## src/hw/fetch_pkg.sv

```systemverilog
`default_nettype none

package fetch_pkg;

  ////////////////////////////////////////////////////////////
  // sizes
  ////////////////////////////////////////////////////////////

  localparam int NUM_LINES  = 32;
  localparam int FB_DEPTH   = 8;
  localparam int INST_BYTES = 4;
  localparam int LINE_BYTES = 8;

  // derived widths
  localparam int LINE_OFS_W = $clog2(LINE_BYTES);
  localparam int IDX_W      = $clog2(NUM_LINES);
  localparam int TAG_W      = 8;
  localparam int FB_PTR_W   = $clog2(FB_DEPTH);

  ////////////////////////////////////////////////////////////
  // basic types
  ////////////////////////////////////////////////////////////

  typedef logic [63:0]         addr_t;
  typedef logic [63:0]         line_t;
  typedef logic [31:0]         inst_t;
  // zero tag means no transaction
  typedef logic [3:0]          mem_tag_t;
  typedef logic [IDX_W-1:0]    cache_idx_t;
  typedef logic [TAG_W-1:0]    cache_tag_t;
  typedef logic [FB_PTR_W-1:0] fb_ptr_t;
  typedef logic [FB_PTR_W:0]   fb_cnt_t;

  localparam addr_t   RESET_PC = '0;
  localparam fb_cnt_t FB_FULL  = fb_cnt_t'(FB_DEPTH);

  // store is part of the bus encoding, fetch only loads
  typedef enum logic [1:0] {
    BUS_NONE  = 2'h0,
    BUS_LOAD  = 2'h1,
    BUS_STORE = 2'h2
  } bus_cmd_e;

  typedef enum logic {
    MISS_IDLE = 1'b0,
    MISS_WAIT = 1'b1
  } miss_state_e;

  ////////////////////////////////////////////////////////////
  // bundles
  ////////////////////////////////////////////////////////////

  typedef struct packed {
    bus_cmd_e command;
    addr_t    addr;
  } mem_req_t;

  typedef struct packed {
    mem_tag_t response;
    line_t    data;
    mem_tag_t tag;
  } mem_rsp_t;

  typedef struct packed {
    addr_t pc;
    inst_t inst;
  } fetch_entry_t;

  // address fields of the direct-mapped cache
  function automatic cache_idx_t addr_idx(addr_t a);
    return a[LINE_OFS_W +: IDX_W];
  endfunction

  function automatic cache_tag_t addr_tag(addr_t a);
    return a[LINE_OFS_W + IDX_W +: TAG_W];
  endfunction

endpackage

`default_nettype wire

```

## src/hw/icache_array.sv

```systemverilog
`timescale 1ns/1ps
`default_nettype none

module icache_array (
  input  wire logic                  clock,
  input  wire logic                  arst_n,
  input  wire fetch_pkg::cache_idx_t rd_idx,
  input  wire fetch_pkg::cache_tag_t rd_tag,
  input  wire logic                  wr_en,
  input  wire fetch_pkg::cache_idx_t wr_idx,
  input  wire fetch_pkg::cache_tag_t wr_tag,
  input  wire fetch_pkg::line_t      wr_data,
  output fetch_pkg::line_t           rd_line,
  output logic                       rd_hit
);

  // storage
  fetch_pkg::line_t               data_mem [fetch_pkg::NUM_LINES];
  fetch_pkg::cache_tag_t          tag_mem  [fetch_pkg::NUM_LINES];
  logic [fetch_pkg::NUM_LINES-1:0] valid;

  ////////////////////////////////////////////////////////////
  // valid bits
  ////////////////////////////////////////////////////////////

  always_ff @(posedge clock or negedge arst_n) begin
    if (!arst_n) begin
      valid <= '0;
    end else if (wr_en) begin
      valid[wr_idx] <= 1'b1;
    end
  end

  ////////////////////////////////////////////////////////////
  // data and tag fill
  ////////////////////////////////////////////////////////////

  always_ff @(posedge clock) begin
    if (wr_en) begin
      data_mem[wr_idx] <= wr_data;
      tag_mem[wr_idx]  <= wr_tag;
    end
  end

  // combinational lookup
  assign rd_line = data_mem[rd_idx];
  assign rd_hit  = valid[rd_idx] && (tag_mem[rd_idx] == rd_tag);

endmodule

`default_nettype wire

```

## src/hw/icache_ctrl.sv

```systemverilog
`timescale 1ns/1ps
`default_nettype none

module icache_ctrl (
  input  wire logic               clock,
  input  wire logic               arst_n,
  input  wire fetch_pkg::addr_t   fetch_addr,
  input  wire fetch_pkg::mem_rsp_t mem_rsp,
  output fetch_pkg::mem_req_t     mem_req,
  output logic                    hit,
  output fetch_pkg::line_t        line
);

  fetch_pkg::miss_state_e state, state_next;
  logic                   req_active, req_next;
  logic                   start_miss;
  logic                   wr_en;
  fetch_pkg::addr_t       miss_addr;
  fetch_pkg::mem_tag_t    wait_tag;

  icache_array u_icache_array (
    .clock   (clock),
    .arst_n  (arst_n),
    .rd_idx  (fetch_pkg::addr_idx(fetch_addr)),
    .rd_tag  (fetch_pkg::addr_tag(fetch_addr)),
    .wr_en   (wr_en),
    .wr_idx  (fetch_pkg::addr_idx(miss_addr)),
    .wr_tag  (fetch_pkg::addr_tag(miss_addr)),
    .wr_data (mem_rsp.data),
    .rd_line (line),
    .rd_hit  (hit)
  );

  ////////////////////////////////////////////////////////////
  // miss FSM
  ////////////////////////////////////////////////////////////

  always_comb begin
    state_next = state;
    req_next   = req_active;
    start_miss = 1'b0;
    wr_en      = 1'b0;
    case (state)
      fetch_pkg::MISS_IDLE: begin
        if (req_active) begin
          // nonzero response means accepted
          if (mem_rsp.response != '0) begin
            req_next   = 1'b0;
            state_next = fetch_pkg::MISS_WAIT;
          end
        end else if (!hit) begin
          start_miss = 1'b1;
          req_next   = 1'b1;
        end
      end
      fetch_pkg::MISS_WAIT: begin
        // fill in the tag match cycle so hit shows up next cycle
        if (mem_rsp.tag == wait_tag) begin
          wr_en      = 1'b1;
          state_next = fetch_pkg::MISS_IDLE;
        end
      end
      default: state_next = fetch_pkg::MISS_IDLE;
    endcase
  end

  always_ff @(posedge clock or negedge arst_n) begin
    if (!arst_n) begin
      state      <= fetch_pkg::MISS_IDLE;
      req_active <= 1'b0;
      wait_tag   <= '0;
    end else begin
      state      <= state_next;
      req_active <= req_next;
      if (req_active && (mem_rsp.response != '0)) begin
        wait_tag <= mem_rsp.response;
      end
    end
  end

  // line-aligned miss address
  always_ff @(posedge clock) begin
    if (start_miss) begin
      miss_addr <= {fetch_addr[63:fetch_pkg::LINE_OFS_W], {fetch_pkg::LINE_OFS_W{1'b0}}};
    end
  end

  // request held until accepted
  assign mem_req.command = req_active ? fetch_pkg::BUS_LOAD : fetch_pkg::BUS_NONE;
  assign mem_req.addr    = miss_addr;

  ////////////////////////////////////////////////////////////
  // checks
  ////////////////////////////////////////////////////////////

  // one load outstanding at a time
  a_no_load_in_wait : assert property (@(posedge clock) disable iff (!arst_n)
    (state == fetch_pkg::MISS_WAIT) |-> (mem_req.command != fetch_pkg::BUS_LOAD));

  // waiting always has a real tag to match
  a_wait_tag_valid : assert property (@(posedge clock) disable iff (!arst_n)
    (state == fetch_pkg::MISS_WAIT) |-> (wait_tag != '0));

endmodule

`default_nettype wire

```

## src/hw/fetch_stage.sv

```systemverilog
`timescale 1ns/1ps
`default_nettype none

module fetch_stage (
  input  wire logic             clock,
  input  wire logic             arst_n,
  input  wire logic             hit,
  input  wire fetch_pkg::line_t line,
  input  wire logic             has_space,
  input  wire logic             redirect,
  input  wire fetch_pkg::addr_t redirect_pc,
  output fetch_pkg::addr_t      fetch_addr,
  output logic                  push,
  output fetch_pkg::fetch_entry_t entry
);

  fetch_pkg::addr_t pc;
  fetch_pkg::inst_t inst_sel;

  ////////////////////////////////////////////////////////////
  // program counter
  ////////////////////////////////////////////////////////////

  // redirect wins over sequential advance
  always_ff @(posedge clock or negedge arst_n) begin
    if (!arst_n) begin
      pc <= fetch_pkg::RESET_PC;
    end else if (redirect) begin
      pc <= redirect_pc;
    end else if (push) begin
      pc <= pc + fetch_pkg::addr_t'(fetch_pkg::INST_BYTES);
    end
  end

  assign fetch_addr = pc;

  ////////////////////////////////////////////////////////////
  // instruction select and push
  ////////////////////////////////////////////////////////////

  // bit 2 picks the upper word of the line
  always_comb begin
    if (pc[2]) begin
      inst_sel = line[63:32];
    end else begin
      inst_sel = line[31:0];
    end
  end

  // stall on miss or full buffer, drop the cycle of a redirect
  assign push = hit && has_space && !redirect;

  assign entry.pc   = pc;
  assign entry.inst = inst_sel;

endmodule

`default_nettype wire

```

## src/hw/fetch_buffer.sv

```systemverilog
`timescale 1ns/1ps
`default_nettype none

module fetch_buffer (
  input  wire logic                    clock,
  input  wire logic                    arst_n,
  input  wire logic                    push,
  input  wire fetch_pkg::fetch_entry_t entry_in,
  input  wire logic                    take,
  input  wire logic                    flush,
  output logic                         inst_valid,
  output fetch_pkg::fetch_entry_t      entry_out,
  output logic                         has_space
);

  fetch_pkg::fetch_entry_t fifo_mem [fetch_pkg::FB_DEPTH];
  fetch_pkg::fb_ptr_t      head;
  fetch_pkg::fb_ptr_t      tail;
  fetch_pkg::fb_cnt_t      count;
  logic                    pop;

  // dispatch pull
  assign pop        = take && inst_valid;
  assign inst_valid = (count != '0);
  assign entry_out  = fifo_mem[head];

  // a pop this cycle frees a slot for the push
  assign has_space  = (count != fetch_pkg::FB_FULL) || pop;

  ////////////////////////////////////////////////////////////
  // pointers and count
  ////////////////////////////////////////////////////////////

  always_ff @(posedge clock or negedge arst_n) begin
    if (!arst_n) begin
      head  <= '0;
      tail  <= '0;
      count <= '0;
    end else if (flush) begin
      head  <= '0;
      tail  <= '0;
      count <= '0;
    end else begin
      if (push) begin
        tail <= tail + fetch_pkg::fb_ptr_t'(1);
      end
      if (pop) begin
        head <= head + fetch_pkg::fb_ptr_t'(1);
      end
      case ({push, pop})
        2'b10:   count <= count + fetch_pkg::fb_cnt_t'(1);
        2'b01:   count <= count - fetch_pkg::fb_cnt_t'(1);
        default: count <= count;
      endcase
    end
  end

  ////////////////////////////////////////////////////////////
  // entry storage
  ////////////////////////////////////////////////////////////

  always_ff @(posedge clock) begin
    if (push && !flush) begin
      fifo_mem[tail] <= entry_in;
    end
  end

  ////////////////////////////////////////////////////////////
  // checks
  ////////////////////////////////////////////////////////////

  // fetch must respect has_space, a full queue only takes a push alongside a pop
  a_no_push_full : assert property (@(posedge clock) disable iff (!arst_n)
    (push && (count == fetch_pkg::FB_FULL)) |-> pop);

  a_count_range : assert property (@(posedge clock) disable iff (!arst_n)
    count <= fetch_pkg::FB_FULL);

endmodule

`default_nettype wire

```

## src/hw/fetch_frontend.sv

```systemverilog
`timescale 1ns/1ps
`default_nettype none

module fetch_frontend (
  input  wire logic                clock,
  input  wire logic                arst_n,
  input  wire fetch_pkg::mem_rsp_t mem_rsp,
  output fetch_pkg::mem_req_t      mem_req,
  input  wire logic                redirect,
  input  wire fetch_pkg::addr_t    redirect_pc,
  input  wire logic                take,
  output logic                     inst_valid,
  output fetch_pkg::fetch_entry_t  inst
);

  // cache to fetch
  fetch_pkg::addr_t        fetch_addr;
  logic                    hit;
  fetch_pkg::line_t        line;

  // fetch to buffer
  logic                    push;
  fetch_pkg::fetch_entry_t entry;
  logic                    has_space;

  ////////////////////////////////////////////////////////////
  // instruction cache and bus side
  ////////////////////////////////////////////////////////////

  icache_ctrl u_icache_ctrl (
    .clock      (clock),
    .arst_n     (arst_n),
    .fetch_addr (fetch_addr),
    .mem_rsp    (mem_rsp),
    .mem_req    (mem_req),
    .hit        (hit),
    .line       (line)
  );

  fetch_stage u_fetch_stage (
    .clock       (clock),
    .arst_n      (arst_n),
    .hit         (hit),
    .line        (line),
    .has_space   (has_space),
    .redirect    (redirect),
    .redirect_pc (redirect_pc),
    .fetch_addr  (fetch_addr),
    .push        (push),
    .entry       (entry)
  );

  ////////////////////////////////////////////////////////////
  // dispatch side
  ////////////////////////////////////////////////////////////

  // redirect empties the queue
  fetch_buffer u_fetch_buffer (
    .clock      (clock),
    .arst_n     (arst_n),
    .push       (push),
    .entry_in   (entry),
    .take       (take),
    .flush      (redirect),
    .inst_valid (inst_valid),
    .entry_out  (inst),
    .has_space  (has_space)
  );

endmodule

`default_nettype wire

```

## config.mk

```make
export PLATFORM = sky130hd
export DESIGN_NAME = fetch_frontend
export DESIGN_NICKNAME = d
export VERILOG_FILES = /design/src/hw/fetch_pkg.sv /design/src/hw/icache_array.sv /design/src/hw/icache_ctrl.sv /design/src/hw/fetch_stage.sv /design/src/hw/fetch_buffer.sv /design/src/hw/fetch_frontend.sv
export SDC_FILE = /design/constraint.sdc
export NUM_CORES = 2
export LEC_CHECK = 0
export ABC_CLOCK_PERIOD_IN_PS = 19800
export BUFFER_PORTS_ARGS = -buffer_cell sky130_fd_sc_hd__buf_2
export CAP_MARGIN = 0
export CORE_ASPECT_RATIO = 0.8
export CORE_MARGIN = 3
export CORE_UTILIZATION = 40
export DETAILED_ROUTE_END_ITERATION = 6
export PLACE_DENSITY = 0.64
export SKIP_LAST_GASP = 1
export SYNTH_ARGS = -nofsm -noshare
export SYNTH_HDL_FRONTEND = slang
export SYNTH_SLANG_ARGS = --single-unit
```

## constraint.sdc

```tcl
create_clock -name clock -period 19.8 [get_ports clock]
set_input_delay 5.94 -clock clock [delete_from_list [all_inputs] [get_ports clock]]
set_output_delay 5.94 -clock clock [all_outputs]
set_load 0.05 [all_outputs]
```

==> metrics.yaml <==
status:
  status: "complete, no violations"
routing:
  wirelength_mm: 323
  antenna_left: 0
  avgRoutedWirePerCell_um: 30.2
  dr.first_iter.drc_count: 6961
  dr.pass1.iters: 5
  num_vias: 61713
  drc: 0
  vias_per_cell: 5.77
global_routing:
  antenna_found_initial: 51
  grtUsageTotal: 0.198
  grt_pass1_vias: 60800
  overflow: 0
  grt_max_degree: 114
  grt_pass1_wl_mm: 458
placed_design:
  dp_cells: 10095
  place_area_sq_um: 132000
  dp_hpwl_mm: 189
  dp_worst_setup_slack_ns: 9.83
  gp_congestion: 0.814
  port_buffers: 298
floorplan:
  ios: 303
  dieHeight_um: 506
  die_w_um: 630
  rows: 182
  start_util: 0.404
  dieArea_sq_um: 319000
  placeableCoreArea_sq_um: 309000
sta:
  final_hold_viol_count: 0
  holdWs_ns: 0.467
  slew_headroom: 0.175
  period_needed_ns: 10.48
  setup_viol: 0
  fmax_mhz: 95.4
  fin_ws_ns: 9.32
  slew_viol_final: 0
  tightestPinTransition_ns: 1.22
  setup_tns_ns: 0
  rsz0062_at_grt: "no"
  finClkSkew_ns: 0.103
  period_share: 0.529
cells_and_area:
  seq_area_sq_um: 96900
  nNetsFinal: 6428
  finalNonFillerCells: 10687
  layout-drive-gt1-share: 0.268
  multiInputGateArea_sq_um: 26700
  final_area_sq_um: 142000
  n_fill_cell: 25504
  final_util: 0.460
  syn_to_final_growth_pct: 13.7
clock_tree:
  worstSkewPairLatency_ns: 0.89
  cts_tree: "yes"
  cts_num_sinks: 3245
  cts-buffers-inserted: 325
  cts-root-buf: "clkbuf_16"
  post-cts-setup-buffers: 0
  clk_path_buf_depth: 4
  cts.repair.resized: 0
  htree_num_levels: 5
  clkSlewWorstSetupHoldPaths_ns: 0.06
  hold_buffers: 0
worst_setup_path:
  crit_required_ns: 13.86
  arrival_ns: 4.54
  end_kind: "primary output"
  worstSetupPathType: "reg -> out"
  start_kind: "register"
  cp_max_fo: 45
worst_hold_path:
  hold_class: "reg -> reg"
logic_synthesis:
  synth_seq_area_share: 0.776
  syn_avg_cell_area_sq_um: 21.4
  yosysMostFrequentCell: "edfxtp_1"
  synth_area_leaders: "edfxtp_1, mux4_2, mux2i_1"
  yosysTopAreaCell: "edfxtp_1"
  ys_async_sr_fraction: 0.0345
  yosys.area.top_type_share: 0.754
  synth-edff-count: 3133
  synth_flop_cell: "edfxtp_1"
  synthesis.area_sq_um: 125000
  yosys_warnings: 0
  ys_types: 63
  syn_inst: 5819
  synth-seq-cells: 3245
  synth_common_cells: "edfxtp_1, mux4_2, mux2i_1, clkbuf_1, o21ai_0"
flow_run:
  maxCapViolations: 0
power_and_ir_drop:
  p_per_area_nw_per_um2: 109
  leakagePower_nw: 44.7
  power.total_mw: 15.5
  ir_drop_uv: 86.4
==> state kept, by name, indices dropped and copies added, names as in the netlist <==
signal                                 flops
u_icache_ctrl.state                        1
u_icache_ctrl.wait_tag                     4
u_fetch_buffer.tail                        3
u_icache_ctrl.req_active                   1
u_icache_ctrl.miss_addr                   61
u_icache_ctrl.u_icache_array.tag_mem     256
u_fetch_stage.fetch_addr                  64
u_fetch_buffer.count                       4
u_fetch_buffer.head                        3
u_icache_ctrl.u_icache_array.data_mem   2048
u_icache_ctrl.u_icache_array.valid        32
u_fetch_buffer.fifo_mem                  768
==> kinds of logic after synthesis <==
kind of cell,share of synthesized area
AO/OA/AOI/OAI,0.0274
XOR/XNOR,0.00147
adder cells (fa/ha/maj),0.000662
buffers and inverters,0.0121
flip-flops,0.776
multiplexers,0.163
other,0.0000301
AND/OR/NAND/NOR,0.0190
==> worst max-delay path: stages, from the launching register on <==
cell and delay [ns]:
dfrtp_4 0.77, buf_4 0.82, buf_4 0.79, mux4_2 0.60
mux2_2 0.30, buf_2 0.22
==> routing by layer <==
layer,up-vias,track usage,routed length [um],part of all wire
met5,-,0,89,0.00028
met4,12,0.0487,7950,0.025
met3,442,0.0396,27800,0.086
met2,2910,0.313,154000,0.48
met1,33007,0.284,133000,0.41
li1,25342,-,-,-
==> layout by cell type, fill, tap and decap left out, drive strengths merged, types with 6 or more instances in the layout <==
cell	n
dfrtp	112
or4	14
a21oi	78
mux4	654
clkinvlp	13
nor2	75
a22o	7
o22ai	70
nand2b	6
inv	31
diode	20
nor4	23
or2	34
and2	9
a22oi	45
buf	459
o31ai	15
mux2i	434
clkbuf	410
nand2	119
o211ai	8
bufinv	25
nor3	41
a211oi	54
xnor2	17
nand3	65
or3	9
nand4	13
o221ai	56
nor2b	43
a221oi	6
o21ai	152
mux2	111
a31oi	16
edfxtp	3133
clkinv	116
and3	7
==> report_power, final <==
| part | total (mW) | leakage (nW) | internal, mW | switching [mW] |
|---|---|---|---|---|
| clock network | 5.94 | 4.92 | 3.40 | 2.55 |
| logic | 1.74 | 10.3 | 0.639 | 1.10 |
| registers | 7.83 | 29.5 | 7.69 | 0.133 |
| total | 15.5 | 44.7 | 11.7 | 3.78 |
==> final timing paths <==
kind                                                            start                                endpoint  slack [ns]  depth (start not counted)
worst max-delay path                           u_fetch_buffer.head[0]                                inst[10]        9.32                          5
worst min-delay path            u_icache_ctrl.u_icache_array.valid[4]   u_icache_ctrl.u_icache_array.valid[4]        0.47                          1
worst max register to register            u_fetch_stage.fetch_addr[3]          u_fetch_buffer.fifo_mem[3][10]       10.68                         14
worst min register to register  u_icache_ctrl.u_icache_array.valid[4]   u_icache_ctrl.u_icache_array.valid[4]        0.47                          1
max in group asynchronous                                      arst_n  u_icache_ctrl.u_icache_array.valid[19]       13.24                          2
min in group asynchronous                                      arst_n               u_icache_ctrl.wait_tag[0]        5.02                          1
==> area by class of cell <==
type | instances | share of cell area
antenna | 20 | 0.000353
clock buffer | 410 | 0.0604
clock inverter | 162 | 0.0111
inverter | 23 | 0.000608
multi-input combinational | 2228 | 0.188
sequential | 3245 | 0.683
tap | 4140 | 0.0365
timing repair buffer | 459 | 0.0196
Note: power is estimated with default switching activity, not from simulation.
